`src/hdl/rvDefines.svh`:
```
`ifndef RV_DEFINES_SVH
`define RV_DEFINES_SVH

// Datapath width, also used for addresses
`define XLEN 32

// Register file geometry
`define REG_ADDR_W 5
`define REG_COUNT 32

// Default data RAM depth in words
`define MEM_WORDS 64

// Instruction field widths
`define OPCODE_W 7
`define FUNCT3_W 3
`define ALU_OP_W 2
`define ALU_CTRL_W 3
`define IMM_SRC_W 2

`endif

```
`src/hdl/dataMemory.sv`:
```
`timescale 1ns/1ps
`include "rvDefines.svh"

module dataMemory #(
    parameter int depth = `MEM_WORDS
) (
    input  logic              clk,
    input  logic              writeEnable,
    input  logic [`XLEN-1:0]  addr,
    input  logic [`XLEN-1:0]  writeData,
    output logic [`XLEN-1:0]  readData
);

    localparam int idxW = $clog2(depth);

    logic [`XLEN-1:0] ram [depth];
    logic [idxW-1:0]  index;

    // Word index, wraps at the memory depth
    assign index = idxW'((addr >> 2) % depth);

    always_ff @(posedge clk)
    begin
        if (writeEnable)
        begin
            ram[index] <= writeData;
        end
    end

    assign readData = ram[index];

endmodule

```
`config.mk`:
```
export PLATFORM = sky130hd
export DESIGN_NAME = dataMemory
export DESIGN_NICKNAME = d
export VERILOG_FILES = /design/src/hdl/dataMemory.sv
export VERILOG_INCLUDE_DIRS = /design/src /design/src/hdl
export SDC_FILE = /design/constraint.sdc
export NUM_CORES = 2
export LEC_CHECK = 0
export BUFFER_PORTS_ARGS = -buffer_cell sky130_fd_sc_hd__buf_2
export CAP_MARGIN = 10
export CORE_MARGIN = 4
export CORE_UTILIZATION = 50
export CTS_CLUSTER_DIAMETER = 200
export DETAILED_ROUTE_END_ITERATION = 6
export GPL_TIMING_DRIVEN = 1
export PLACE_DENSITY = 0.7
export SYNTH_ARGS = -nofsm -noshare
export SYNTH_HDL_FRONTEND = slang
export SYNTH_SLANG_ARGS = --single-unit
```
`constraint.sdc`:
```
create_clock -name clk -period 10 [get_ports clk]
set_input_delay 0.5 -clock clk [delete_from_list [all_inputs] [get_ports clk]]
set_output_delay 0.5 -clock clk [all_outputs]
set_load 0.01 [all_outputs]
```
Word-level counts from Yosys, hierarchy flattened
Memory sizes are Yosys's and may differ from the RTL's.
Cells that the tools add are included.
- register bits: 0
- bits in latches: 0
- memory bits (writable): 2048
- memory bits (read-only): 0
- bits of input ports: 66
- output and inout bits: 32
- memories: 1
- memories (name ; depth ; width ; rd ports ; clocked after Yosys merged registers in ; wr ports ; line ; text):
    ram ; 64 ; 32 ; 1 ; 0 ; 1 ; dataMemory.sv:16 ; logic [`XLEN-1:0] ram [depth];
- $add $sub $neg: 0
- multipliers: 0
- div/mod/pow operators: 0
- magnitude comparators: 0
- equality and inequality tests: 0
- shifts and indexed selects: 0
- muxes and demuxes: 2
- bitwise gates (word level): 0
- reduce and logical (&&, ||, !) cells: 0
- operators by type and width (kind ; number):
    $mux W1 ; 2

Logic depth before layout (Yosys ltp)
- depth in word-level cells: 2
- depth in mapped cells: 13
- depth with buffers taken out: 6

Worst setup path after synthesis
Ideal clock, no wire load.
- kind: input-to-reg
- from: in addr[4]
- to: mem ram[15][0] in the netlist's numbering, enable pin
- arrival time: 3.318 ns
- required time: 9.579 ns
- setup slack: 6.261 ns
- stages on the path: 8
- path buffers: 6
- cells stage by stage: buf_2 > buf_2 > buf_2 > buf_2 > buf_2 > buf_2 > nand3_1 > nor2_1
- RTL lines (what ; line ; text):
    start, declared ; dataMemory.sv:9 ; input logic [`XLEN-1:0] addr,
    end, declared ; dataMemory.sv:16 ;
Straight into the memory's write port.

Final worst setup path
- from: in addr[4]
- to: out readData[22]
- longest elaborated chain between the ends: 1
- ends and longest elaborated chain (what ; line ; text):
    $mem_v2 Z64 W32 ; -- ;
    end, declared ; dataMemory.sv:11 ; output logic [`XLEN-1:0] readData
No other way between the ends.

==> qor.yml <==
run_status:
  outcome: "finished clean"
power:
  sequentialPowerShare_pct: 53.6
  ir_drop_mv: 0.175
  p_int_uw: 13900
  clock_power_share_pct: 41.0
  leakage_uw: 0.0281
  p_switching_uw: 3840
  switching_share_pct: 21.6
  share_comb_of_total_power_pct: 5.5
  powerDensity_nw_per_um2: 202
clocking:
  clock_path_buffers: 3
  post-cts-setup-buffers: 0
  path_clk_slew_ns: 0.06
  cts_tree: "done"
  cts_hold_buf: 0
  root_buffer: "clkbuf_16"
  cts_resized: 0
  h-tree-depth: 4
  clkSinkCount: 2048
  cts_made_buffers: 197
routing:
  vias_per_cell: 6.69
  routedWlPerCell_um: 33.2
  first_pass_iters: 7
  totalWireLength_um: 217000
  vias: 43797
  drc: 0
  antenna_left: 0
  drt_iter0_drc: 7567
setup_path:
  crit_path_end_kind: "output pin"
  cp_max_fo: 99
  crit_path_start_kind: "input pin"
  slowest_stage: "nor3_2"
  path_buf_inv: 6
  worstPathRequired_ns: 9.50
  critical_path.top_delay_family: "buffers and inverters"
  slowest_delay_ns: 0.89
  critical_path_class: "in -> out"
  crit_top_cell: "buf_4"
  crit_chain: "buf_8, buf_12, inv_1, buf_4, nor3_2, buf_4, a21oi_1, o21ai_0, a22oi_1, nand3_1, buf_2"
  critPathArrivalTime_ns: 5.21
floorplanning:
  io_pins: 98
  die_y_um: 404
  die_area_um2: 163000
  die_w_um: 404
  num_rows: 144
  start_util_pct: 50.6
  fp.coreArea_um2: 155000
logic_synthesis:
  postSynthAreaPerCell_um2: 18.6
  yosysUniqueCellTypes: 55
  synth_top_area_cell: "edfxtp_1"
  synth.area.top_cells: "edfxtp_1, mux2i_1, mux4_2, mux2_2, a221oi_1"
  synth-seq-area-share_pct: 78.6
  synth_area_um2: 78300
  netlist.area_leader.share_pct: 78.6
  synth-main-ff-cell: "edfxtp_1"
  yosysWarnings: 0
  synth-async-reset-ratio_pct: 0
  synth_edf_count: 2048
  synthCells: 4207
  postSynthNetCount: 4273
  synth-seq-cells: 2048
global_routing:
  grt_max_degree: 117
  grt_first_pass_wirelength_um: 307000
  antenna_found_initial: 20
  grt_pass1_vias: 42066
  grt_usage_pct: 26.3
  grt_overflow_total: 0
placement:
  hpwl_um: 114000
  io_buffers: 71
  gp_congestion: 0.836
  place_inst: 6174
sta:
  final-setup-viol-count: 0
  hold_violations: 0
  layout_min_cycle_time_ns: 5.71
  fmax_ghz: 0.175
  finalSetupTns_ns: 0
  worst_slew_pin_slew_ns: 1.25
  slew_headroom_pct: 16.8
  post-route-period-util_pct: 57.1
  drv_slew: 0
  rsz0062_at_grt: "no"
final_layout:
  final_cells: 6546
  fin_nets: 4397
  area_growth_pct: 12.6
  top_register: "ram"
  largest_reg_flops: 2048
  largestRegisters: "ram x2048"
  drive_above_1_share_pct: 18.1
hold_path:
  hp-class: "in -> reg"
run:
  maxCapViolCount: 0
Yosys cell counts, types with 15 or more instances:
master,count
a22o_1,66
a21oi_1,121
a221o_1,15
o22a_1,70
buf_1,33
and3_1,85
nand2_1,28
o21ai_0,84
o22ai_1,93
nand2b_1,18
nor3_1,22
mux2i_1,259
mux4_2,96
edfxtp_1,2048
a221oi_1,175
nor2_1,145
or4_1,15
nand3_1,54
clkbuf_1,168
o2bb2ai_1,15
a31oi_1,43
buf_2,83
mux2_2,147
a211oi_1,17
a22oi_1,188
a222oi_1,16
a2111oi_0,15
power groups by stage:
| stage | registers, µW | clock network (µW) | logic [µW] |
|---|---|---|---|
| after floorplan | 9700 | 0 | 475 |
| after global placement | 9700 | 0 | 929 |
| after detailed placement | 9700 | 0 | 946 |
| after CTS | 9520 | 7350 | 950 |
| after global routing | 9520 | 7730 | 1010 |
| final | 9520 | 7280 | 970 |
final cells by class:
class,count,area (µm²)
well taps,2044,2560
clock buffers,249,5210
diodes,13,32.5
flip-flops and latches,2048,61500
fillers,11283,66700
repair buffers,223,1630
inverters,2,15.0
multi-input cells,1859,16100
clock inverters,108,1090
cells by family after synthesis:
group / after synthesis / share of synthesized area [%]
multiplexers: 502 / 8.19
buffers and inverters: 300 / 1.70
AND/OR/NAND/NOR: 424 / 2.83
flip-flops: 2048 / 78.6
AO/OA/AOI/OAI: 933 / 8.73
metal layers:
metal  vias up  part of all wire, %  wire [µm]  GRT usage (%)
li1      17794                    -          -              -
met1     22419                   38      81800           37.3
met2      3090                   45      98200           39.1
met3       482                   13      27900           6.72
met4        12                  4.4       9510           11.0
met5         -                0.035         77              0
stage by stage:
step                util [%]  instance area, µm²  hold slack, ns  power (µW)  setup slack, ns
finish                  56.9               88100           0.123       17800             4.29
floorplan                  -               78300           0.599       10200             6.26
global route            56.9               88100          0.0965       18300             4.24
global placement        52.8               81700            1.18       10600             4.55
detailed placement      52.8               81700            1.20       10600             4.50
CTS                     56.9               88000           0.298       17800             4.52
cell usage in the layout (no fill, tap or decap), drive strengths merged, types with 16 or more instances in the layout:
| master | instances |
|---|---|
| o21ai | 85 |
| nand3 | 54 |
| a211oi | 17 |
| a221oi | 175 |
| and3 | 85 |
| bufinv | 18 |
| nand2b | 18 |
| edfxtp | 2048 |
| a22oi | 188 |
| a22o | 66 |
| nor3 | 22 |
| o22a | 70 |
| nor2 | 145 |
| mux2 | 147 |
| clkbuf | 249 |
| nand2 | 28 |
| o22ai | 93 |
| a222oi | 16 |
| mux2i | 259 |
| clkinv | 83 |
| a31oi | 43 |
| buf | 223 |
| mux4 | 96 |
| a21oi | 121 |
final timing paths:
check               startpoint      endpoint  slack [ns]  cells past startpoint
setup / recovery       addr[4]  readData[22]        4.29                     11
hold / removal    writeData[4]    ram[57][4]        0.12                      1
Note: power is estimated with default switching activity, not from simulation.
