[src/hdl/rvDefines.svh]
`ifndef RV_DEFINES_SVH
`define RV_DEFINES_SVH

// Datapath width, also used for addresses
`define XLEN 32

// Register file geometry
`define REG_ADDR_W 5
`define REG_COUNT 32

// Default data RAM depth in words
`define MEM_WORDS 64

// Instruction field widths
`define OPCODE_W 7
`define FUNCT3_W 3
`define ALU_OP_W 2
`define ALU_CTRL_W 3
`define IMM_SRC_W 2

`endif

[src/hdl/regFile.sv]
`timescale 1ns/1ps
`include "rvDefines.svh"

module regFile (
    input  logic                    clk,
    input  logic                    reset,
    input  logic                    writeEnable,
    input  logic [`REG_ADDR_W-1:0]  readAddr1,
    input  logic [`REG_ADDR_W-1:0]  readAddr2,
    input  logic [`REG_ADDR_W-1:0]  writeAddr,
    input  logic [`XLEN-1:0]        writeData,
    output logic [`XLEN-1:0]        readData1,
    output logic [`XLEN-1:0]        readData2
);

    logic [`XLEN-1:0] regs [`REG_COUNT];

    always_ff @(posedge clk)
    begin
        if (reset)
        begin
            for (int i = 0; i < `REG_COUNT; i++)
            begin
                regs[i] <= '0;
            end
        end
        else if (writeEnable && writeAddr != '0)
        begin
            regs[writeAddr] <= writeData;
        end
    end

    // x0 is hardwired
    assign readData1 = (readAddr1 == '0) ? '0 : regs[readAddr1];
    assign readData2 = (readAddr2 == '0) ? '0 : regs[readAddr2];

endmodule

[config.mk]
export PLATFORM = sky130hd
export DESIGN_NAME = regFile
export DESIGN_NICKNAME = d
export VERILOG_FILES = /design/src/hdl/regFile.sv
export VERILOG_INCLUDE_DIRS = /design/src /design/src/hdl
export SDC_FILE = /design/constraint.sdc
export NUM_CORES = 2
export LEC_CHECK = 0
export BUFFER_PORTS_ARGS = -buffer_cell sky130_fd_sc_hd__clkbuf_2
export CAP_MARGIN = 5
export CORE_MARGIN = 1.5
export CORE_UTILIZATION = 60
export DETAILED_ROUTE_END_ITERATION = 16
export GPL_ROUTABILITY_DRIVEN = 0
export PLACE_DENSITY = 0.84
export SYNTH_ARGS = -nofsm -noshare
export SYNTH_HDL_FRONTEND = slang
export SYNTH_SLANG_ARGS = --single-unit
[constraint.sdc]
create_clock -name clk -period 3.2 [get_ports clk]
set_clock_uncertainty 0.2 [all_clocks]
set_input_delay 0.16 -clock clk [delete_from_list [all_inputs] [get_ports clk]]
set_output_delay 0.16 -clock clk [all_outputs]
set_load 0.02 [all_outputs]
# After elaboration in Yosys (flattened, before gate mapping)
# Memories as Yosys holds them, arrays and structs flattened.
# Index checks and enable logic that the tools add are counted.
# totals
mem_count,1
latchBits,0
input_bits,50
ramBits,1024
register_bits,0
rom_bits,0
# memory_table
name,depth,word_bits,read_ports,rd_clocked_by_memory_dff,wr,line,text
regs,32,32,2,0,32,regFile.sv:16,logic [`XLEN-1:0] regs [`REG_COUNT];
# op_classes
n_mux,10
div_mod_pow,0
n_addsub,0
shifts,0
n_bitwise,0
n_lt_le_gt_ge,0
n_reduce_logical,5
eq_ne,0
multipliers,0
# ops
cell,n
$mux W32,3
$reduce_or A32 Y1,1
$logic_not A5 Y1,2
$mux W1,6
$mux W5,1
$reduce_bool A5 Y1,1
$logic_and A1 B1 Y1,1

# Depth between registers and ports, before layout
# depth
ltp_word,7
ltp_mapped,9
depth_no_buf,4

# Least setup slack after synthesis
# OpenSTA, ideal clock, no wires.
# synth_path
path_kind,input to output
startpoint,in readAddr2[0]
endpoint,out readData2[30]
path_buffers,3
path_stages,6
arrival_time_ns,2.151
required_time_ns,2.840
path_slack_ns,0.689
cell_sequence,buf_2 > buf_6 > buf_4 > mux4_2 > mux2i_1 > a2111oi_0
# synth_between
elab_chain_len,2
# synth_lines
item,line,text
"start, declared",regFile.sv:9,"input logic [`REG_ADDR_W-1:0] readAddr2,"
$mem_v2 Z32 W32 or $logic_not A5 Y1 (tied branches),-,
$mux W32 *,regFile.sv:35,assign readData2 = (readAddr2 == '0) ? '0 : regs[readAddr2];
"end, declared",regFile.sv:13,output logic [`XLEN-1:0] readData2
# Mark *: on every way between the ends. The rest lies on a longest branch, timed or not.

==> flow_metrics.env <==
export IMPL_outcome="complete, but fails checks"
export IMPL_violations="negative setup slack"
export IMPL_grt_overflow=0
export IMPL_cp_cell_sequence="mux4_2 > a22o_1 > a2111oi_2 > nor3_1 > clkbuf_2"
export IMPL_ctsHtreeMaxLevel=3
export IMPL_post_place_cells=4663
export IMPL_yosys_warnings=0
export IMPL_grt_start_max_net_pins=67
export IMPL_ioPinCount=114
export IMPL_combinational_family_with_the_most_area_after_synthesis="multiplexers"
export IMPL_netlist_cell_type_count=42
export IMPL_mostFrequentLayoutCells="sky130_fd_sc_hd__edfxtp_1 (1,024), sky130_fd_sc_hd__and2_1 (994), sky130_fd_sc_hd__mux4_2 (472)"
export IMPL_total_power_mw=32.2
export IMPL_largestRegisters="regs x1024"
export IMPL_critPathBufInv=1
export IMPL_multiInputGateArea_um2=22200
export IMPL_synth_compound_area_share=0.0365
export IMPL_clkSlewWorstSetupHoldPaths_ps=70
export IMPL_cap_viol_max_count=0
export IMPL_syn_to_final_growth_pct=12.3
export IMPL_final_non_filler_cell_total=4869
export IMPL_cts_made_buffers=104
export IMPL_mostFrequentLayoutCell="sky130_fd_sc_hd__edfxtp_1"
export IMPL_routed_wl_um=171000
export IMPL_placement_stage_worst_setup_slack_ps=-32.3
export IMPL_slew_headroom=0.402
export IMPL_synthAdderAreaFrac=0
export IMPL_syn_inst=3502
export IMPL_antenna_found_initial=11
export IMPL_cp_end_kind="primary output"
export IMPL_initial_core_util=0.605
export IMPL_design_final_nets=3655
export IMPL_core_region_area_um2=89700
export IMPL_post_synth_xor_area_fraction=0
export IMPL_number_of_flip_flops_in_the_largest_register=1024
export IMPL_cts_root_buffer="sky130_fd_sc_hd__clkbuf_16"
export IMPL_track_usage=0.369
export IMPL_cellPowerDensity_nw_per_um2=528
export IMPL_muxShareOfSynthArea=0.230
export IMPL_critical_path_top_delay_family="compound AO/OA/AOI/OAI gates"
export IMPL_netlist_area_um2=54300
export IMPL_ant_nets=0
export IMPL_core_rowCount=110
export IMPL_port_buffers=113
export IMPL_sequential_area_um2=30700
export IMPL_count_of_tritonroute_iterations_in_the_first_routing_pass=7
export IMPL_die_y_um=304
export IMPL_leak_pwr_nw=21.3
export IMPL_timing_critical_path_required_ps=2840
export IMPL_synth_simple_gate_area_frac=0.133
export IMPL_worstSetupStartpointType="flop"
export IMPL_tritoncts="done"
export IMPL_worst_ir_drop_vdd_v=0.000467
export IMPL_via_per_inst=7.36
export IMPL_critPathArrivalTime_ps=2880
export IMPL_synth_seq_cells=1024
export IMPL_worstMarginPinSlew_ps=893
export IMPL_top_register="regs"
export IMPL_crit_fanout=2
export IMPL_worst_path_max_delay_cell="sky130_fd_sc_hd__a2111oi_2"
export IMPL_dr_total_vias=35860
export IMPL_route_detailed_wl_per_inst_um=35.0
export IMPL_grt_pass1_wl_um=244000
export IMPL_stdcell_area_um2=60900
export IMPL_fmax_mhz=308
export IMPL_die_w_um=304
export IMPL_detailed_place_hpwl_um=104000
export IMPL_syn_avg_cell_area_um2=15.5
export IMPL_die_area_um2=92200
export IMPL_seq_area_frac_synth=0.567
export IMPL_worstSetupPathType="flop to primary output"
export IMPL_drt_initial_drc_count=6765
export IMPL_cts_setup_buffers=0
export IMPL_timing_hold_violations_final=0
export IMPL_num_fill_cells=5677
export IMPL_layout_drive_gt1_share=0.297
export IMPL_holdCritPathClass="input port to flop"
export IMPL_cts_sinks=1024
export IMPL_final_setup_worst_slack_ps=-43.5
export IMPL_grt_pass1_vias=36189
export IMPL_min_period_over_period=1.01
export IMPL_drv_slew=0
export IMPL_remaining_drc_errors=0
export IMPL_clk_path_buf_depth=3
export IMPL_place_area_um2=57300
export IMPL_cpPeakStageDelay_ps=540
export IMPL_finalSetupViolCount=3
export IMPL_final_critical_path_time_including_i_o_delays_and_setup_ps=3240
==> power by group <==
| group | internal, mW | leakage [nW] | total [mW] | switching [mW] |
|---|---|---|---|---|
| logic | 1.80 | 9.92 | 4.21 | 2.41 |
| registers | 15.5 | 9.75 | 15.9 | 0.431 |
| clock network | 6.78 | 1.61 | 12.0 | 5.24 |
==> synth_stat cells, drive strengths merged <==
cell,n,share of area
nand2,7,0.00048
or3b,4,0.00065
nor4,6,0.00069
o221ai,1,0.00016
a221oi,4,0.00065
and2,995,0.11
edfxtp,1024,0.57
o22ai,103,0.012
and3,3,0.00035
nor4b,3,0.00060
a211oi,7,0.00097
a22o,51,0.0082
mux2i,150,0.028
or2,33,0.0038
a32o,4,0.00074
clkbuf,271,0.019
mux2,30,0.0062
and4b,1,0.00018
nor3,54,0.0050
a2111oi,55,0.0098
a22oi,16,0.0022
nand2b,5,0.00058
inv,2,0.00014
nor2b,14,0.0016
a21oi,12,0.0011
nand3b,5,0.00069
or4b,1,0.00018
conb,1,0.000069
mux4,472,0.20
nand4bb,2,0.00042
nand4b,1,0.00016
buf,116,0.015
a221o,2,0.00037
nor2,36,0.0025
nand3,5,0.00046
or3,2,0.00023
o21ai,4,0.00037
==> logic make-up (layout without fill, tap and decap cells) <==
kind of cell | Yosys count | count (layout)
compound gates | 259 | 259
buf+inv | 389 | 544
flops | 1024 | 1024
mux | 652 | 652
other cells | 1 | 37
simple gates | 1177 | 1177
==> stage by stage <==
step / TNS [ps] / hold WS [ps] / util
3_5_place_dp: -32.3 / 511 / 0.638
5_1_grt: -2.15 / 41.5 / 0.679
2_1_floorplan: 0 / 158 / -
3_3_place_gp: 0 / 509 / 0.638
4_1_cts: 0 / 0.947 / 0.678
6_report: -81.4 / 6.38 / 0.679
==> cell type report <==
| cell class | instances | area share |
|---|---|---|
| Sequential cell | 1024 | 0.505 |
| Multi-Input combinational cell | 2120 | 0.364 |
| Timing Repair Buffer | 353 | 0.0522 |
| Clock buffer | 122 | 0.0445 |
| Tap cell | 1176 | 0.0242 |
| Clock inverter | 67 | 0.00975 |
| Antenna cell | 5 | 0.000205 |
| Inverter | 2 | 0.000123 |
==> final timing paths <==
check	startpoint	end	slack [ps]	cells after the start
max	regs[30][3]$_SDFFCE_PN0P_	readData2[3]	-40	5
min	writeData[10]	regs[24][10]$_SDFFCE_PN0P_	6	2
==> routing by layer <==
metal  wire length [um]  GRT usage  share of wire
met5                 78          0        0.00046
met4              12500      0.223          0.073
met3              26200      0.112           0.15
met2              76900      0.563           0.45
met1              54800      0.470           0.32
==> timing repair <==
item,CTS,global route
endpoints found under the hold margin,238,0
endpoints found under the setup margin,19,14
hold buffers,12,0
gates resized for setup,24,17
Note: power is estimated with default switching activity, not from simulation.
