$ cat src/hdl/rvDefines.svh
`ifndef RV_DEFINES_SVH
`define RV_DEFINES_SVH

// Datapath width, also used for addresses
`define XLEN 32

// Register file geometry
`define REG_ADDR_W 5
`define REG_COUNT 32

// Default data RAM depth in words
`define MEM_WORDS 64

// Instruction field widths
`define OPCODE_W 7
`define FUNCT3_W 3
`define ALU_OP_W 2
`define ALU_CTRL_W 3
`define IMM_SRC_W 2

`endif

$ cat src/hdl/rvPkg.sv
`include "rvDefines.svh"

package rvPkg;

    typedef enum logic [`OPCODE_W-1:0] {
        LOAD   = 7'b0000011,
        OPIMM  = 7'b0010011,
        STORE  = 7'b0100011,
        OP     = 7'b0110011,
        BRANCH = 7'b1100011
    } opcodeT;

    // Operation class handed from main decoder to ALU decoder
    typedef enum logic [`ALU_OP_W-1:0] {
        ALUOP_ADD   = 2'b00,
        ALUOP_SUB   = 2'b01,
        ALUOP_FUNCT = 2'b10
    } aluOpT;

    typedef enum logic [`ALU_CTRL_W-1:0] {
        ALU_ADD = 3'b000,
        ALU_SUB = 3'b001,
        ALU_AND = 3'b010,
        ALU_OR  = 3'b011,
        ALU_SLT = 3'b101
    } aluCtrlT;

    typedef enum logic [`IMM_SRC_W-1:0] {
        IMM_I = 2'b00,
        IMM_S = 2'b01,
        IMM_B = 2'b10
    } immSrcT;

endpackage

$ cat src/hdl/alu.sv
`timescale 1ns/1ps
`include "rvDefines.svh"

module alu (
    input  logic [`XLEN-1:0]  srcA,
    input  logic [`XLEN-1:0]  srcB,
    input  rvPkg::aluCtrlT    aluCtrl,
    output logic [`XLEN-1:0]  aluResult,
    output logic              zero
);
    import rvPkg::*;

    logic lessThan;

    assign lessThan = $signed(srcA) < $signed(srcB);

    always_comb
    begin
        case (aluCtrl)
            ALU_ADD:
                aluResult = srcA + srcB;
            ALU_SUB:
                aluResult = srcA - srcB;
            ALU_AND:
                aluResult = srcA & srcB;
            ALU_OR:
                aluResult = srcA | srcB;
            ALU_SLT:
                aluResult = {{(`XLEN-1){1'b0}}, lessThan};
            default:
                aluResult = srcA + srcB;
        endcase
    end

    assign zero = (aluResult == '0); // Drives beq taken test

endmodule

$ cat config.mk
export PLATFORM = sky130hd
export DESIGN_NAME = alu
export DESIGN_NICKNAME = d
export VERILOG_FILES = /design/src/hdl/rvPkg.sv /design/src/hdl/alu.sv
export VERILOG_INCLUDE_DIRS = /design/src /design/src/hdl
export SDC_FILE = /design/constraint.sdc
export NUM_CORES = 1
export LEC_CHECK = 0
export ABC_AREA = 0
export BUFFER_PORTS_ARGS = -buffer_cell sky130_fd_sc_hd__buf_2
export CAP_MARGIN = 10
export CORE_MARGIN = 1.5
export CORE_UTILIZATION = 40
export DETAILED_ROUTE_END_ITERATION = 10
export PLACE_DENSITY_LB_ADDON = 0.3
export SYNTH_ARGS = -nofsm -noshare
export SYNTH_HDL_FRONTEND = slang
export SYNTH_SLANG_ARGS = --single-unit
$ cat constraint.sdc
create_clock -name vclk -period 10.1
set_input_delay 1.01 -clock vclk [all_inputs]
set_output_delay 1.01 -clock vclk [all_outputs]
set_load 0.1 [all_outputs]
After elaboration in Yosys (flattened, before gate mapping)

Cells that the tools add are included.

Add/sub/neg operators: 2
Multiply operators: 0
Divide/modulo/power cells: 0
Magnitude comparators: 1
Equality and inequality tests: 4
Shift-type cells: 0
Multiplexer cells: 1
Bitwise gates (word level): 2
Reduce and logical (&&, ||, !) cells: 1

Operator list:

| operator                                                        | count |
|---|---|
| 32-bit one-hot mux with 4 select lines                          | 1 |
| 32-bit adder                                                    | 1 |
| 32-bit AND                                                      | 1 |
| 32-bit zero test                                                | 1 |
| 32-bit < comparator                                             | 1 |
| 32-bit bitwise OR                                               | 1 |
| 32-bit subtractor                                               | 1 |
| 3-bit by 2-bit == test with 1-bit output, second input constant | 2 |
| 3-bit by 1-bit == test with 1-bit output, second input constant | 1 |
| 3-bit == test, second input constant                            | 1 |

Register bits after elaboration: 0
Bits in latches: 0
Bits in writable memories: 0
Memory bits (read-only): 0
Bits of input ports: 67
Output and inout bits: 33
Logic and storage cells: 11
Memories: 0

Longest topological paths before layout

Depth after elaboration: 3
Depth in mapped cells: 14
Mapped depth without buffers: 14

Worst setup path before layout

Ideal clock, no wire load.

Kind: input to output
From: input port srcA[12]
To: output port zero
Data arrival time: 6522 ps
Slack: 2568 ps
Cell stages on the path: 13
Path buffers: 1
Cells stage by stage: inv_1 ha_1 buf_2 nor4_1 inv_1 o32ai_2 o311ai_4 a2111oi_4 o21ai_1 a32oi_2 a211oi_1 o32ai_1 nor4_2

Longest elaborated chain between the ends: 3

RTL lines:

| element                                                  | RTL line                        | RTL |
|---|---|---|
| start: declaration                                       | alu.sv:5                        | `` input logic [`XLEN-1:0] srcA, `` |
| 32-bit adder / 32-bit subtractor (equally long branches) | alu.sv:21, alu.sv:31, alu.sv:23 |  |
| 32-bit one-hot mux with 4 select lines *                 | alu.sv:19                       | `case (aluCtrl)` |
| named net aluResult[31]                                  | alu.sv:8                        | `` output logic [`XLEN-1:0] aluResult, `` |
| 32-bit zero test *                                       | alu.sv:35                       | `assign zero = (aluResult == '0);` |
| end: declaration                                         | alu.sv:9                        | `output logic zero` |

Mark *: on every way through the listed nets, which the timed path passes. The rest lies on a longest branch.

Worst setup path in the final report

From: input port srcA[0]
To: output port zero

Longest elaborated chain between the ends: 3

RTL lines:

| element                                  | RTL line |
|---|---|
| 32-bit adder (tied with other cells)     | alu.sv:21, alu.sv:31 |
| 32-bit one-hot mux with 4 select lines * | alu.sv:19 |
| 32-bit zero test *                       | alu.sv:35 |

Every way passes the cells marked *; elsewhere a longest branch is shown, timed or not.

==> flow_summary_export.csv <==
group,metric,value,unit
outcome,run_status,"finished clean",
place,place.detailed.instances,1002,
synthesis,yosysSeqAreaShare,0,%
worst_hold_path,worst_hold_class,"in2out",
synthesis,synth_area_leader_cell,"sky130_fd_sc_hd__ha_1",
die,floorplan.initialDensity,41.1,%
power,total_power,0.534,mW
die,placementRows,41,
global_route,grt-ovfl-total,0,
synthesis,yosysUniqueCellTypes,88,
global_route,grt_busiest_layer,"met2",
die,die_area,0.0137,mm2
die,die_h,117,um
timing,tightest_slew,0.990,ns
cells_and_area,layout-drive-gt1-share,17.7,%
cells_and_area,post_layout_nonfiller_instances,1002,
global_route,grt.met2_usage,43.5,%
synthesis,area_of_the_mapped_netlist,0.00521,mm2
clock_tree,number_of_setup_buffers_added_after_cts,0,
timing,fmaxAchievable,169,MHz
cells_and_area,sequential_cell_total,0,
routing,drt.antenna.violating_nets,0,
timing,final_hold_viol_count,0,
routing,drt_drc_violations_left,0,
cells_and_area,fillers,1395,
synthesis,synthCells,763,
clock_tree,cts-resized-gates,0,
routing,detailedRoute.firstPassIterationCount,6,
routing,dr_total_vias,6330,
timing,layout_worst_path_cycle_share,58.7,%
power,peak_ir_drop_on_the_vdd_network,0.0000772,V
cells_and_area,diodes,0,
cells_and_area,clock_buffers,0,
routing,drtIter0Drc,647,
cells_and_area,register_area,0,um2
clock_tree,number_of_buffers_inserted_by_hold_repair_at_cts,0,
synthesis,synth-warning-count,0,
power,cellLeakagePower,2.81,nW
worst_setup_path,timing.critical_path.arrival,4.92,ns
place,dpl.hpwl,14.2,mm
timing,grt_setup_unrepaired,"false",
synthesis,synth.top_cells.by_area,"sky130_fd_sc_hd__ha_1 (23%), sky130_fd_sc_hd__a21oi_1 (7.6%), sky130_fd_sc_hd__inv_1 (7.1%), sky130_fd_sc_hd__nor2_1 (3.8%), sky130_fd_sc_hd__o21ai_0 (3.6%)",
cells_and_area,fin_util,45.7,%
global_route,first_pass_grt_wire_length,28.4,mm
global_route,grt_pass1_vias,5705,
power,power_per_cell_area,92.1,mW/mm2
cells_and_area,area_growth,11.1,%
die,core_area,0.0127,mm2
routing,post_route_wl,18.3,mm
routing,drt-vias-per-instance,6.32,
worst_setup_path,cp-start-kind,"primary input",
cells_and_area,multiInputGateArea,0.00464,mm2
worst_setup_path,crit_required,9.09,ns
global_route,antenna_found_initial,0,
worst_setup_path,setup.worst_path.end_class,"primary output",
place,routability_driven_placement_congestion_ratio,0.956,
global_route,gr-usage-all-layers,25.6,%
worst_setup_path,timing.critical_path.fanout_max,5,
die,pin_count,100,
timing,drv_slew,0,
timing,final-setup-viol-count,0,
timing,finalCriticalPeriod,5.93,ns
cells_and_area,final_nets,997,
synthesis,post_synth_net_total,928,
synthesis,yosysTopAreaCellShare,23.0,%
place,port_buffers,100,
worst_setup_path,startpoint,"srcA[0]",
global_route,maximum_number_of_pins_on_one_net_before_global_route_repair,28,
worst_setup_path,worstSetupEndpoint,"zero",
die,die_w,117,um
timing,setup-tns-final,0,ns
global_route,grt_use_met3,1.60,%
worst_setup_path,criticalPathCategory,"in2out",
run,reported_max_cap_violation_count,0,
timing,max-slew-margin-rel,33.9,%
routing,post_drt_wl_per_cell,18.3,um
global_route,global_route.usage.met1,35.1,%
synthesis,synth.avg_cell_area,6.83,um2
==> through the flow <==
step / worst slack (ns) / instance area (um2) / hold slack, ns
2_1_floorplan: 2.57 / 5210 / 2.58
3_3_place_gp: 4.25 / 5790 / 2.82
3_5_place_dp: 4.23 / 5790 / 2.83
4_1_cts: 4.23 / 5790 / 2.83
5_1_grt: 3.97 / 5790 / 2.87
6_report: 4.17 / 5790 / 2.84
==> synthesized netlist by cell type (10+ instances only) <==
| library cell | number |
|---|---|
| sky130_fd_sc_hd__a21oi_1 | 79 |
| sky130_fd_sc_hd__a221oi_1 | 11 |
| sky130_fd_sc_hd__inv_1 | 99 |
| sky130_fd_sc_hd__nor2_1 | 53 |
| sky130_fd_sc_hd__clkbuf_1 | 23 |
| sky130_fd_sc_hd__o211ai_1 | 10 |
| sky130_fd_sc_hd__buf_2 | 10 |
| sky130_fd_sc_hd__nor3_1 | 24 |
| sky130_fd_sc_hd__ha_1 | 96 |
| sky130_fd_sc_hd__nand2_1 | 49 |
| sky130_fd_sc_hd__nor4_1 | 13 |
| sky130_fd_sc_hd__nand3_1 | 11 |
| sky130_fd_sc_hd__a21o_1 | 10 |
| sky130_fd_sc_hd__o31ai_1 | 14 |
| sky130_fd_sc_hd__o22a_1 | 11 |
| sky130_fd_sc_hd__o22ai_1 | 24 |
| sky130_fd_sc_hd__o21ai_0 | 38 |
==> layer usage <==
layer	part of all wire (%)	wire length (um)
met5	0	0
met4	2.7	489
met3	9.6	1750
met2	45	8160
met1	43	7890
==> cells by family (layout without fill, tap and decap cells) <==
logic type               count (synthesis)  in the layout  share of synthesized area [%]
AO/OA/AOI/OAI                          317            317                           44.8
AND/OR/NAND/NOR                        203            203                           19.7
XOR/XNOR                                 2              2                          0.336
multiplexers                             2              2                          0.384
buffers and inverters                  141            208                           11.0
adder cells (fa/ha/maj)                 98             98                           23.8
==> where the power goes <==
| group | internal, mW | total, mW | leakage (nW) | switching (mW) |
|---|---|---|---|---|
| Clock | 0 | 0 | 0 | 0 |
| Combinational | 0.138 | 0.534 | 2.81 | 0.396 |
| Sequential | 0 | 0 | 0 | 0 |
==> critical path, cell delays in order <==
cell and delay, ns:
sky130_fd_sc_hd__buf_2 0.10, sky130_fd_sc_hd__ha_1 0.24, sky130_fd_sc_hd__fa_1 0.42, sky130_fd_sc_hd__a211o_1 0.33, sky130_fd_sc_hd__a221oi_4 0.34, sky130_fd_sc_hd__o21ai_1 0.17
sky130_fd_sc_hd__xnor2_1 0.17, sky130_fd_sc_hd__o221ai_1 0.17, sky130_fd_sc_hd__or4_1 0.56, sky130_fd_sc_hd__nor4_1 0.35, sky130_fd_sc_hd__nand4_1 0.18, sky130_fd_sc_hd__nand4bb_1 0.26
sky130_fd_sc_hd__nor4_2 0.15, sky130_fd_sc_hd__buf_2 0.46
==> cells in the final DEF (no fill, tap or decap), types with 4 or more instances in the layout <==
cell type	count
sky130_fd_sc_hd__buf_2	100
sky130_fd_sc_hd__inv_1	99
sky130_fd_sc_hd__ha_1	96
sky130_fd_sc_hd__a21oi_1	79
sky130_fd_sc_hd__nor2_1	53
sky130_fd_sc_hd__nand2_1	49
sky130_fd_sc_hd__o21ai_0	38
sky130_fd_sc_hd__o22ai_1	24
sky130_fd_sc_hd__nor3_1	24
sky130_fd_sc_hd__o31ai_1	14
sky130_fd_sc_hd__nor4_1	13
sky130_fd_sc_hd__a221oi_1	11
sky130_fd_sc_hd__o22a_1	11
sky130_fd_sc_hd__nand3_1	11
sky130_fd_sc_hd__a21o_1	10
sky130_fd_sc_hd__o211ai_1	10
sky130_fd_sc_hd__nor2b_1	9
sky130_fd_sc_hd__buf_4	8
sky130_fd_sc_hd__o21a_1	7
sky130_fd_sc_hd__or2_2	7
sky130_fd_sc_hd__o211a_1	7
sky130_fd_sc_hd__a221o_1	7
sky130_fd_sc_hd__o221ai_1	7
sky130_fd_sc_hd__o21bai_1	6
sky130_fd_sc_hd__a31oi_1	6
sky130_fd_sc_hd__and3_1	5
sky130_fd_sc_hd__o21ai_1	5
sky130_fd_sc_hd__and2_1	5
sky130_fd_sc_hd__o2111ai_1	5
sky130_fd_sc_hd__nand2b_1	5
sky130_fd_sc_hd__or3_1	5
sky130_fd_sc_hd__a22oi_1	5
sky130_fd_sc_hd__o221a_2	4
sky130_fd_sc_hd__a211oi_1	4
sky130_fd_sc_hd__nand4_1	4
sky130_fd_sc_hd__a41oi_1	4
==> how the worst min path moves through the flow <==
stage | from | end | slack [ns] | cells past startpoint
final | aluCtrl[1] | aluResult[4] | 2.84 | 5
after global routing | aluCtrl[1] | aluResult[4] | 2.87 | 5
after CTS | aluCtrl[1] | aluResult[4] | 2.83 | 5
after detailed placement | aluCtrl[1] | aluResult[4] | 2.83 | 5
after global placement | srcA[30] | aluResult[30] | 2.82 | 5
after floorplan | aluCtrl[1] | zero | 2.58 | 5
==> layout make-up <==
type	count	share of cell area (%)
multi-input combinational	622	80.1
timing repair buffer	108	9.68
inverter	100	6.48
tap	172	3.72
Power figures use the tool's default switching activity.
