<file path="config.mk">
export PLATFORM = sky130hd
export DESIGN_NAME = immExtend
export DESIGN_NICKNAME = d
export VERILOG_FILES = /design/src/hdl/rvPkg.sv /design/src/hdl/immExtend.sv
export VERILOG_INCLUDE_DIRS = /design/src /design/src/hdl
export SDC_FILE = /design/constraint.sdc
export NUM_CORES = 1
export LEC_CHECK = 0
export ABC_AREA = 1
export BUFFER_PORTS_ARGS = -buffer_cell sky130_fd_sc_hd__buf_2
export CAP_MARGIN = 10
export CELL_PAD_IN_SITES_DETAIL_PLACEMENT = 1
export CELL_PAD_IN_SITES_GLOBAL_PLACEMENT = 1
export CORE_UTILIZATION = 18
export DETAILED_ROUTE_END_ITERATION = 7
export PLACE_DENSITY = 0.95
export SLEW_MARGIN = 40
export SYNTH_ARGS = -nofsm -noshare
export SYNTH_HDL_FRONTEND = slang
export SYNTH_SLANG_ARGS = --single-unit
</file>
<file path="constraint.sdc">
create_clock -name vclk -period 3.4
set_clock_uncertainty 0.1 [all_clocks]
set_input_delay 0.68 -clock vclk [all_inputs]
set_output_delay 0.68 -clock vclk [all_outputs]
set_load 0.02 [all_outputs]
</file>
<file path="src/hdl/rvDefines.svh">
`ifndef RV_DEFINES_SVH
`define RV_DEFINES_SVH

// Datapath width, also used for addresses
`define XLEN 32

// Register file geometry
`define REG_ADDR_W 5
`define REG_COUNT 32

// Default data RAM depth in words
`define MEM_WORDS 64

// Instruction field widths
`define OPCODE_W 7
`define FUNCT3_W 3
`define ALU_OP_W 2
`define ALU_CTRL_W 3
`define IMM_SRC_W 2

`endif

</file>
<file path="src/hdl/rvPkg.sv">
`include "rvDefines.svh"

package rvPkg;

    typedef enum logic [`OPCODE_W-1:0] {
        LOAD   = 7'b0000011,
        OPIMM  = 7'b0010011,
        STORE  = 7'b0100011,
        OP     = 7'b0110011,
        BRANCH = 7'b1100011
    } opcodeT;

    // Operation class handed from main decoder to ALU decoder
    typedef enum logic [`ALU_OP_W-1:0] {
        ALUOP_ADD   = 2'b00,
        ALUOP_SUB   = 2'b01,
        ALUOP_FUNCT = 2'b10
    } aluOpT;

    typedef enum logic [`ALU_CTRL_W-1:0] {
        ALU_ADD = 3'b000,
        ALU_SUB = 3'b001,
        ALU_AND = 3'b010,
        ALU_OR  = 3'b011,
        ALU_SLT = 3'b101
    } aluCtrlT;

    typedef enum logic [`IMM_SRC_W-1:0] {
        IMM_I = 2'b00,
        IMM_S = 2'b01,
        IMM_B = 2'b10
    } immSrcT;

endpackage

</file>
<file path="src/hdl/immExtend.sv">
`timescale 1ns/1ps
`include "rvDefines.svh"

module immExtend (
    input  logic [31:7]        instr,
    input  rvPkg::immSrcT      immSrc,
    output logic [`XLEN-1:0]   immExt
);
    import rvPkg::*;

    always_comb
    begin
        case (immSrc)
            IMM_I:
                immExt = {{20{instr[31]}}, instr[31:20]};
            IMM_S:
                immExt = {{20{instr[31]}}, instr[31:25], instr[11:7]};
            IMM_B:
                // Halfword offset, bit 0 always clear
                immExt = {{20{instr[31]}}, instr[7], instr[30:25], instr[11:8], 1'b0};
            default:
                immExt = '0;
        endcase
    end

endmodule

</file>
* After elaboration in Yosys (flattened, before gate mapping) *
Cells that the tools add are included.

cells by class
  reductions and logical operators = 1
  muxes and demuxes = 1
  equal/unequal tests = 2

operators with widths
  operator                                                                count
  32-bit case mux with 3 select lines                                     1
  2-bit by 1-bit equality test with 1-bit output (second input constant)  1
  2-bit equality test (second input constant)                             1
  2-bit zero test                                                         1

storage, ports and cells
  output and inout bits = 32
  input bits = 27
  flip-flop bits (word level) = 0
  word-level logic and storage cells = 4

* Depth between registers and ports, before layout *
Gate-level depths: netlist of the first run.

  depth in word-level cells = 2
  gate-level depth with buffers = 5

* Least setup slack after synthesis of the first run *
OpenSTA, ideal clock, no wires.

  path type = input to output
  from = in immSrc[1]
  to = out immExt[13]
  slack = 0.521 ns
  stages on the path = 5
  arrival time = 2.099 ns
  data required time = 2.620 ns
  path buffers = 2
  cells stage by stage = buf_6 nand2_4 inv_4 nor2_1 buf_4

between the ends
  word-level cells in the longest chain between the ends = 2
  elaborated cells between the ends (all ways) = 4

ends and longest elaborated chain
  what                                               line             RTL
  from (decl)                                        immExtend.sv:6   input rvPkg::immSrcT immSrc,
  2-bit equality test, or another cell as far along  immExtend.sv:13  case (immSrc)
  32-bit case mux with 3 select lines (*)            immExtend.sv:13
  to (decl)                                          immExtend.sv:7   output logic [`XLEN-1:0] immExt

Every way passes the cells marked *; elsewhere a longest branch is shown, timed or not.

* Worst setup path after layout of the first run *
  from = in immSrc[1]
  to = out immExt[30]

The elaborated chain is that of the path after synthesis.

==> summary.md, run 1 <==
| Metric | Value |
|---|---|
| Status | `finished, final reports clean` |
| Fraction of layout cells with a size suffix above 1 | `63.4%` |
| Post-layout util | `25.9%` |
| Post-synth cell types | `12` |
| Final Max Slew Viols | `0` |
| Post-detail-place hpwl | `1.02 mm` |
| PD cells | `195 nW/um^2` |
| Min-delay worst type | `input pin to primary output` |
| Initial Utilization | `19.1%` |
| Peak VDD IR | `0.0000550 V` |
| Vias in the first global route | `383` |
| Worst slew pin tran | `297 ps` |
| Hold buffer count at cts | `0` |
| Worst Path Required | `2620 ps` |
| Total GRT Usage | `9.46%` |
| Setup Fix Bufs, Post-CTS | `0` |
| Seq_cells | `0` |
| Core region area | `1940 um^2` |
| Top cell type's share of synthesized area | `38.4%` |
| Via density | `3.78` |
| Post-DRT Antenna Nets | `0` |
| Hold EP | `immExt[5]` |
| TritonRoute pass-1 iters | `2` |
| Final Non-Filler Cells | `120` |
| Via count | `453` |
| Die H | `47.4 um` |
| DRT Wirelength | `1.15 mm` |
| Worst setup path category | `input pin to primary output` |
| First-pass GRT wire length | `1.57 mm` |
| Die Area | `2250 um^2` |
| Syn Area/Cell | `5.99 um^2` |
| Hold-critical path depth | `4` |
| Pleak | `0.351 nW` |
| Worst Slack Setup Final | `1090 ps` |
| WHS | `1570 ps` |
| Syn Inst Count | `62` |
| Placed Cells incl. Taps | `120` |
| Critical path arrival | `1530 ps` |
| Clock buffer count | `0` |
| Final Hold Violating Endpoints | `0` |
| Synth Cell Area | `372 um^2` |
| Flip-flop and latch area | `0 um^2` |
| Area growth, synth to finish | `35.4%` |
| Commonest cells after routing, fill and taps aside | `buf_2, nand3_1, nor2_1, inv_1, nand2_1` |
| Sequential fraction of the synthesis area | `0%` |
| Max_cap viols | `0` |
| Fmax | `433 MHz` |
| Total gr overflow | `0` |
| Setup WS pre-CTS | `1070 ps` |
| DR iter-0 viols | `3` |
| Relative slew slack | `80.2%` |
| NumNets Final | `122` |
| Critical Path Start Type | `input pin` |
| Finish-stage setup viols | `0` |
| Period utilization | `67.9%` |
| IO Count | `59` |
| Total negative slack | `0 ps` |
| Most common cell after layout, fill and taps aside | `buf_2` |
| Routability cong. | `0.688` |
| Setup crit end kind | `primary output` |
| N_diodes | `0` |
| Worst hold start | `instr[25]` |
| Pin count of the biggest net entering global routing | `21` |
| Post-synth top area cell | `buf_4` |
| WL/cell | `9.54 um` |
| Period minus WS final | `2310 ps` |
| Synth top area cells | `buf_4, nand3_1, nor2_1` |
| Initial antenna violation count | `0` |
| Crit-path max FO | `20` |
| Row cnt | `16` |
| Remaining DRCs | `0` |
| Synth warn | `0` |
| Post-Synthesis Net Count | `89` |
| Port buffer count | `51` |
| Post-CTS sizing | `0` |
| Die W | `47.4 um` |
| RSZ-0062 raised after global routing | `no` |
-- power by group --
| group | internal, mW | switching (mW) | total [mW] |
|---|---|---|---|
| clock network | 0 | 0 | 0 |
| logic | 0.0337 | 0.0645 | 0.0982 |
| registers | 0 | 0 | 0 |
| total | 0.0337 | 0.0645 | 0.0982 |
-- how the worst max path moves through the flow --
stage	from	endpoint	slack (ps)
after floorplan	immSrc[1]	immExt[13]	520
after global routing	immSrc[1]	immExt[21]	1010
after detailed placement	immSrc[1]	immExt[25]	1070
final	immSrc[1]	immExt[30]	1090
after CTS	immSrc[1]	immExt[27]	1070
after global placement	immSrc[1]	immExt[21]	1110
-- metrics by stage --
step                      power (mW)  cell area [um^2]
after global routing           0.108               503
after floorplan               0.0820               372
after detailed placement      0.0999               503
final                         0.0982               503
after global placement        0.0967               503
after CTS                      0.100               503
-- synth_stat cells (all sizes together) --
master and count:
buf 21, o21ai 1, nand3 13, nand2 7, inv 10, nor2 10
-- kinds of logic after synthesis --
kind of cell / Yosys count / share of synthesized area [%]
compound gates: 1 / 2.36
buf+inv: 31 / 55.9
simple gates: 30 / 41.8
-- worst max-delay path, stage by stage --
cell and delay, ps:
buf_2 270, nand2_4 100, inv_4 100, nor2_1 40, buf_4 170, buf_2 170
-- cell type report --
class                           instances  area (um^2)
Fill cell                             280         1440
Inverter                               10         42.5
Multi-Input combinational cell         31          164
Tap cell                               27         33.8
Timing Repair Buffer                   52          263
-- per-layer routing --
| layer | track usage, % | vias up | wire [um] |
|---|---|---|---|
| met1 | 10.1 | 192 | 414 |
| met3 | 0 | 0 | 102 |
| met2 | 21.1 | 28 | 628 |
| li1 | - | 233 | - |
| met4 | 0 | 0 | 0 |
| met5 | 0 | - | 0 |
No activity file was read; power rests on OpenSTA's default activity.
==> inputs of run 2 (changes only) <==
--- a/config.mk
+++ b/config.mk
@@ -11,9 +11,9 @@
 export CAP_MARGIN = 10
 export CELL_PAD_IN_SITES_DETAIL_PLACEMENT = 1
 export CELL_PAD_IN_SITES_GLOBAL_PLACEMENT = 1
-export CORE_UTILIZATION = 18
+export CORE_UTILIZATION = 15
 export DETAILED_ROUTE_END_ITERATION = 7
-export PLACE_DENSITY = 0.95
+export PLACE_DENSITY = 0.89
 export SLEW_MARGIN = 40
 export SYNTH_ARGS = -nofsm -noshare
 export SYNTH_HDL_FRONTEND = slang
==> constraint.sdc (replaced) <==
create_clock -name vclk -period 2
set_clock_uncertainty 0.1 [all_clocks]
set_input_delay 0.4 -clock vclk [all_inputs]
set_output_delay 0.4 -clock vclk [all_outputs]
set_load 0.02 [all_outputs]
==> summary.md, run 2 (synthesis results as in run 1) <==
| Metric | Value |
|---|---|
| Area growth, synth to finish | `38.4%` |
| Worst Path Required | `1500 ps` |
| Clk network pwr share | `0%` |
| Remaining DRCs | `0` |
| Peak VDD IR | `0.0000970 V` |
| Most common cell after layout, fill and taps aside | `buf_2` |
| Critical Path Start Type | `input pin` |
| Flip-flop and latch area | `0 um^2` |
| Slowest cell on crit path | `buf_2` |
| IO Count | `59` |
| Comb power frac | `100.0%` |
| Clock buffer count | `0` |
| Total gr overflow | `0` |
| Period minus WS final | `1700 ps` |
| CP most frequent cell | `buf_2` |
| Die H | `51.8 um` |
| Commonest cells after routing, fill and taps aside | `buf_2, nand3_1, inv_1, nor2_1, nand2_1` |
| Setup crit end kind | `primary output` |
| First-pass GRT wire length | `1.83 mm` |
| Hold buffer count at cts | `0` |
| Crit-path max FO | `20` |
| RSZ-0062 raised after global routing | `no` |
| Reg power frac | `0%` |
| Hold-critical path depth | `4` |
| CP Cell Sequence | `buf_2 -> nand2_4 -> inv_4 -> nor2_2 -> buf_4 -> buf_2` |
| DR iter-0 viols | `2` |
| Sw Share | `65.1%` |
| Fraction of layout cells with a size suffix above 1 | `64.9%` |
| NetSw | `0.110 mW` |
| Core region area | `2280 um^2` |
| PD cells | `328 nW/um^2` |
| N_diodes | `0` |
| Vias in the first global route | `406` |
| Final Max Slew Viols | `0` |
| Max_cap viols | `0` |
| Worst Slack Setup Final | `302 ps` |
| TritonRoute pass-1 iters | `4` |
| Setup WS pre-CTS | `285 ps` |
| Total GRT Usage | `8.52%` |
| Post-CTS sizing | `0` |
| Die W | `51.8 um` |
| Worst setup path category | `input pin to primary output` |
| Min-delay worst type | `input pin to primary output` |
| Pleak | `0.356 nW` |
| Post-DRT Antenna Nets | `0` |
| Worst path max stage delay | `230 ps` |
| Relative slew slack | `83.7%` |
| Period utilization | `84.9%` |
| Final Hold Violating Endpoints | `0` |
| Fmax | `589 MHz` |
| Via density | `3.67` |
| Hold EP | `immExt[0]` |
| Worst slew pin tran | `244 ps` |
| Total negative slack | `0 ps` |
| Setup Fix Bufs, Post-CTS | `0` |
| Finish-stage setup viols | `0` |
| WL/cell | `9.07 um` |
| DRT Wirelength | `1.11 mm` |
| Cell Int Power | `0.0590 mW` |
| Via count | `448` |
| Worst hold start | `instr[20]` |
| Final instance area | `514 um^2` |
| Initial Utilization | `16.3%` |
| Initial antenna violation count | `0` |
| Post-detail-place hpwl | `1.02 mm` |
| Status | `finished, final reports clean` |
| Critical path arrival | `1200 ps` |
| Port buffer count | `51` |
| NumNets Final | `123` |
| Placed cell areas | `514 um^2` |
| Die Area | `2680 um^2` |
| Seq_cells | `0` |
| Pin count of the biggest net entering global routing | `21` |
| Routability cong. | `0.690` |
| Row cnt | `17` |
run 2: layout make-up:
type | instances | area (um^2)
Fill cell | 318 | 1760
Tap cell | 28 | 35.0
Timing Repair Buffer | 53 | 270
Inverter | 10 | 42.5
Multi-Input combinational cell | 31 | 166
run 2: stage by stage:
step	instances	power, mW	util [%]	hold WS, ps
4_1_cts	122	0.172	22.6	1020
2_1_floorplan	62	0.139	-	806
6_report	122	0.169	22.6	1010
3_3_place_gp	122	0.168	22.6	1010
5_1_grt	122	0.185	22.6	1030
3_5_place_dp	122	0.172	22.6	1020
run 2: worst max-delay path by stage:
stage	start	end	slack [ps]	cells after the start
6_report	immSrc[0]	immExt[13]	300	6
5_1_grt	immSrc[0]	immExt[24]	220	6
4_1_cts	immSrc[0]	immExt[13]	290	6
3_5_place_dp	immSrc[0]	immExt[13]	290	6
3_3_place_gp	immSrc[0]	immExt[12]	310	6
2_1_floorplan	immSrc[1]	immExt[13]	30	5
run 2: power by group through the flow:
stage	Combinational (mW)	Sequential [mW]	Clock, mW
3_3_place_gp	0.168	0	0
5_1_grt	0.185	0	0
2_1_floorplan	0.139	0	0
4_1_cts	0.172	0	0
3_5_place_dp	0.172	0	0
6_report	0.169	0	0
run 2: routing by layer:
metal	vias to the layer above	track usage, %	routed length (um)
li1	236	-	-
met1	193	9.90	402
met2	19	17.3	654
met3	0	0.292	50
met4	0	0.901	0
met5	-	0	0
run 2: worst max-delay path: cells and delay by family:
kind	cells	cell delay, ps
buffers and inverters	4	670
AND/OR/NAND/NOR	2	130
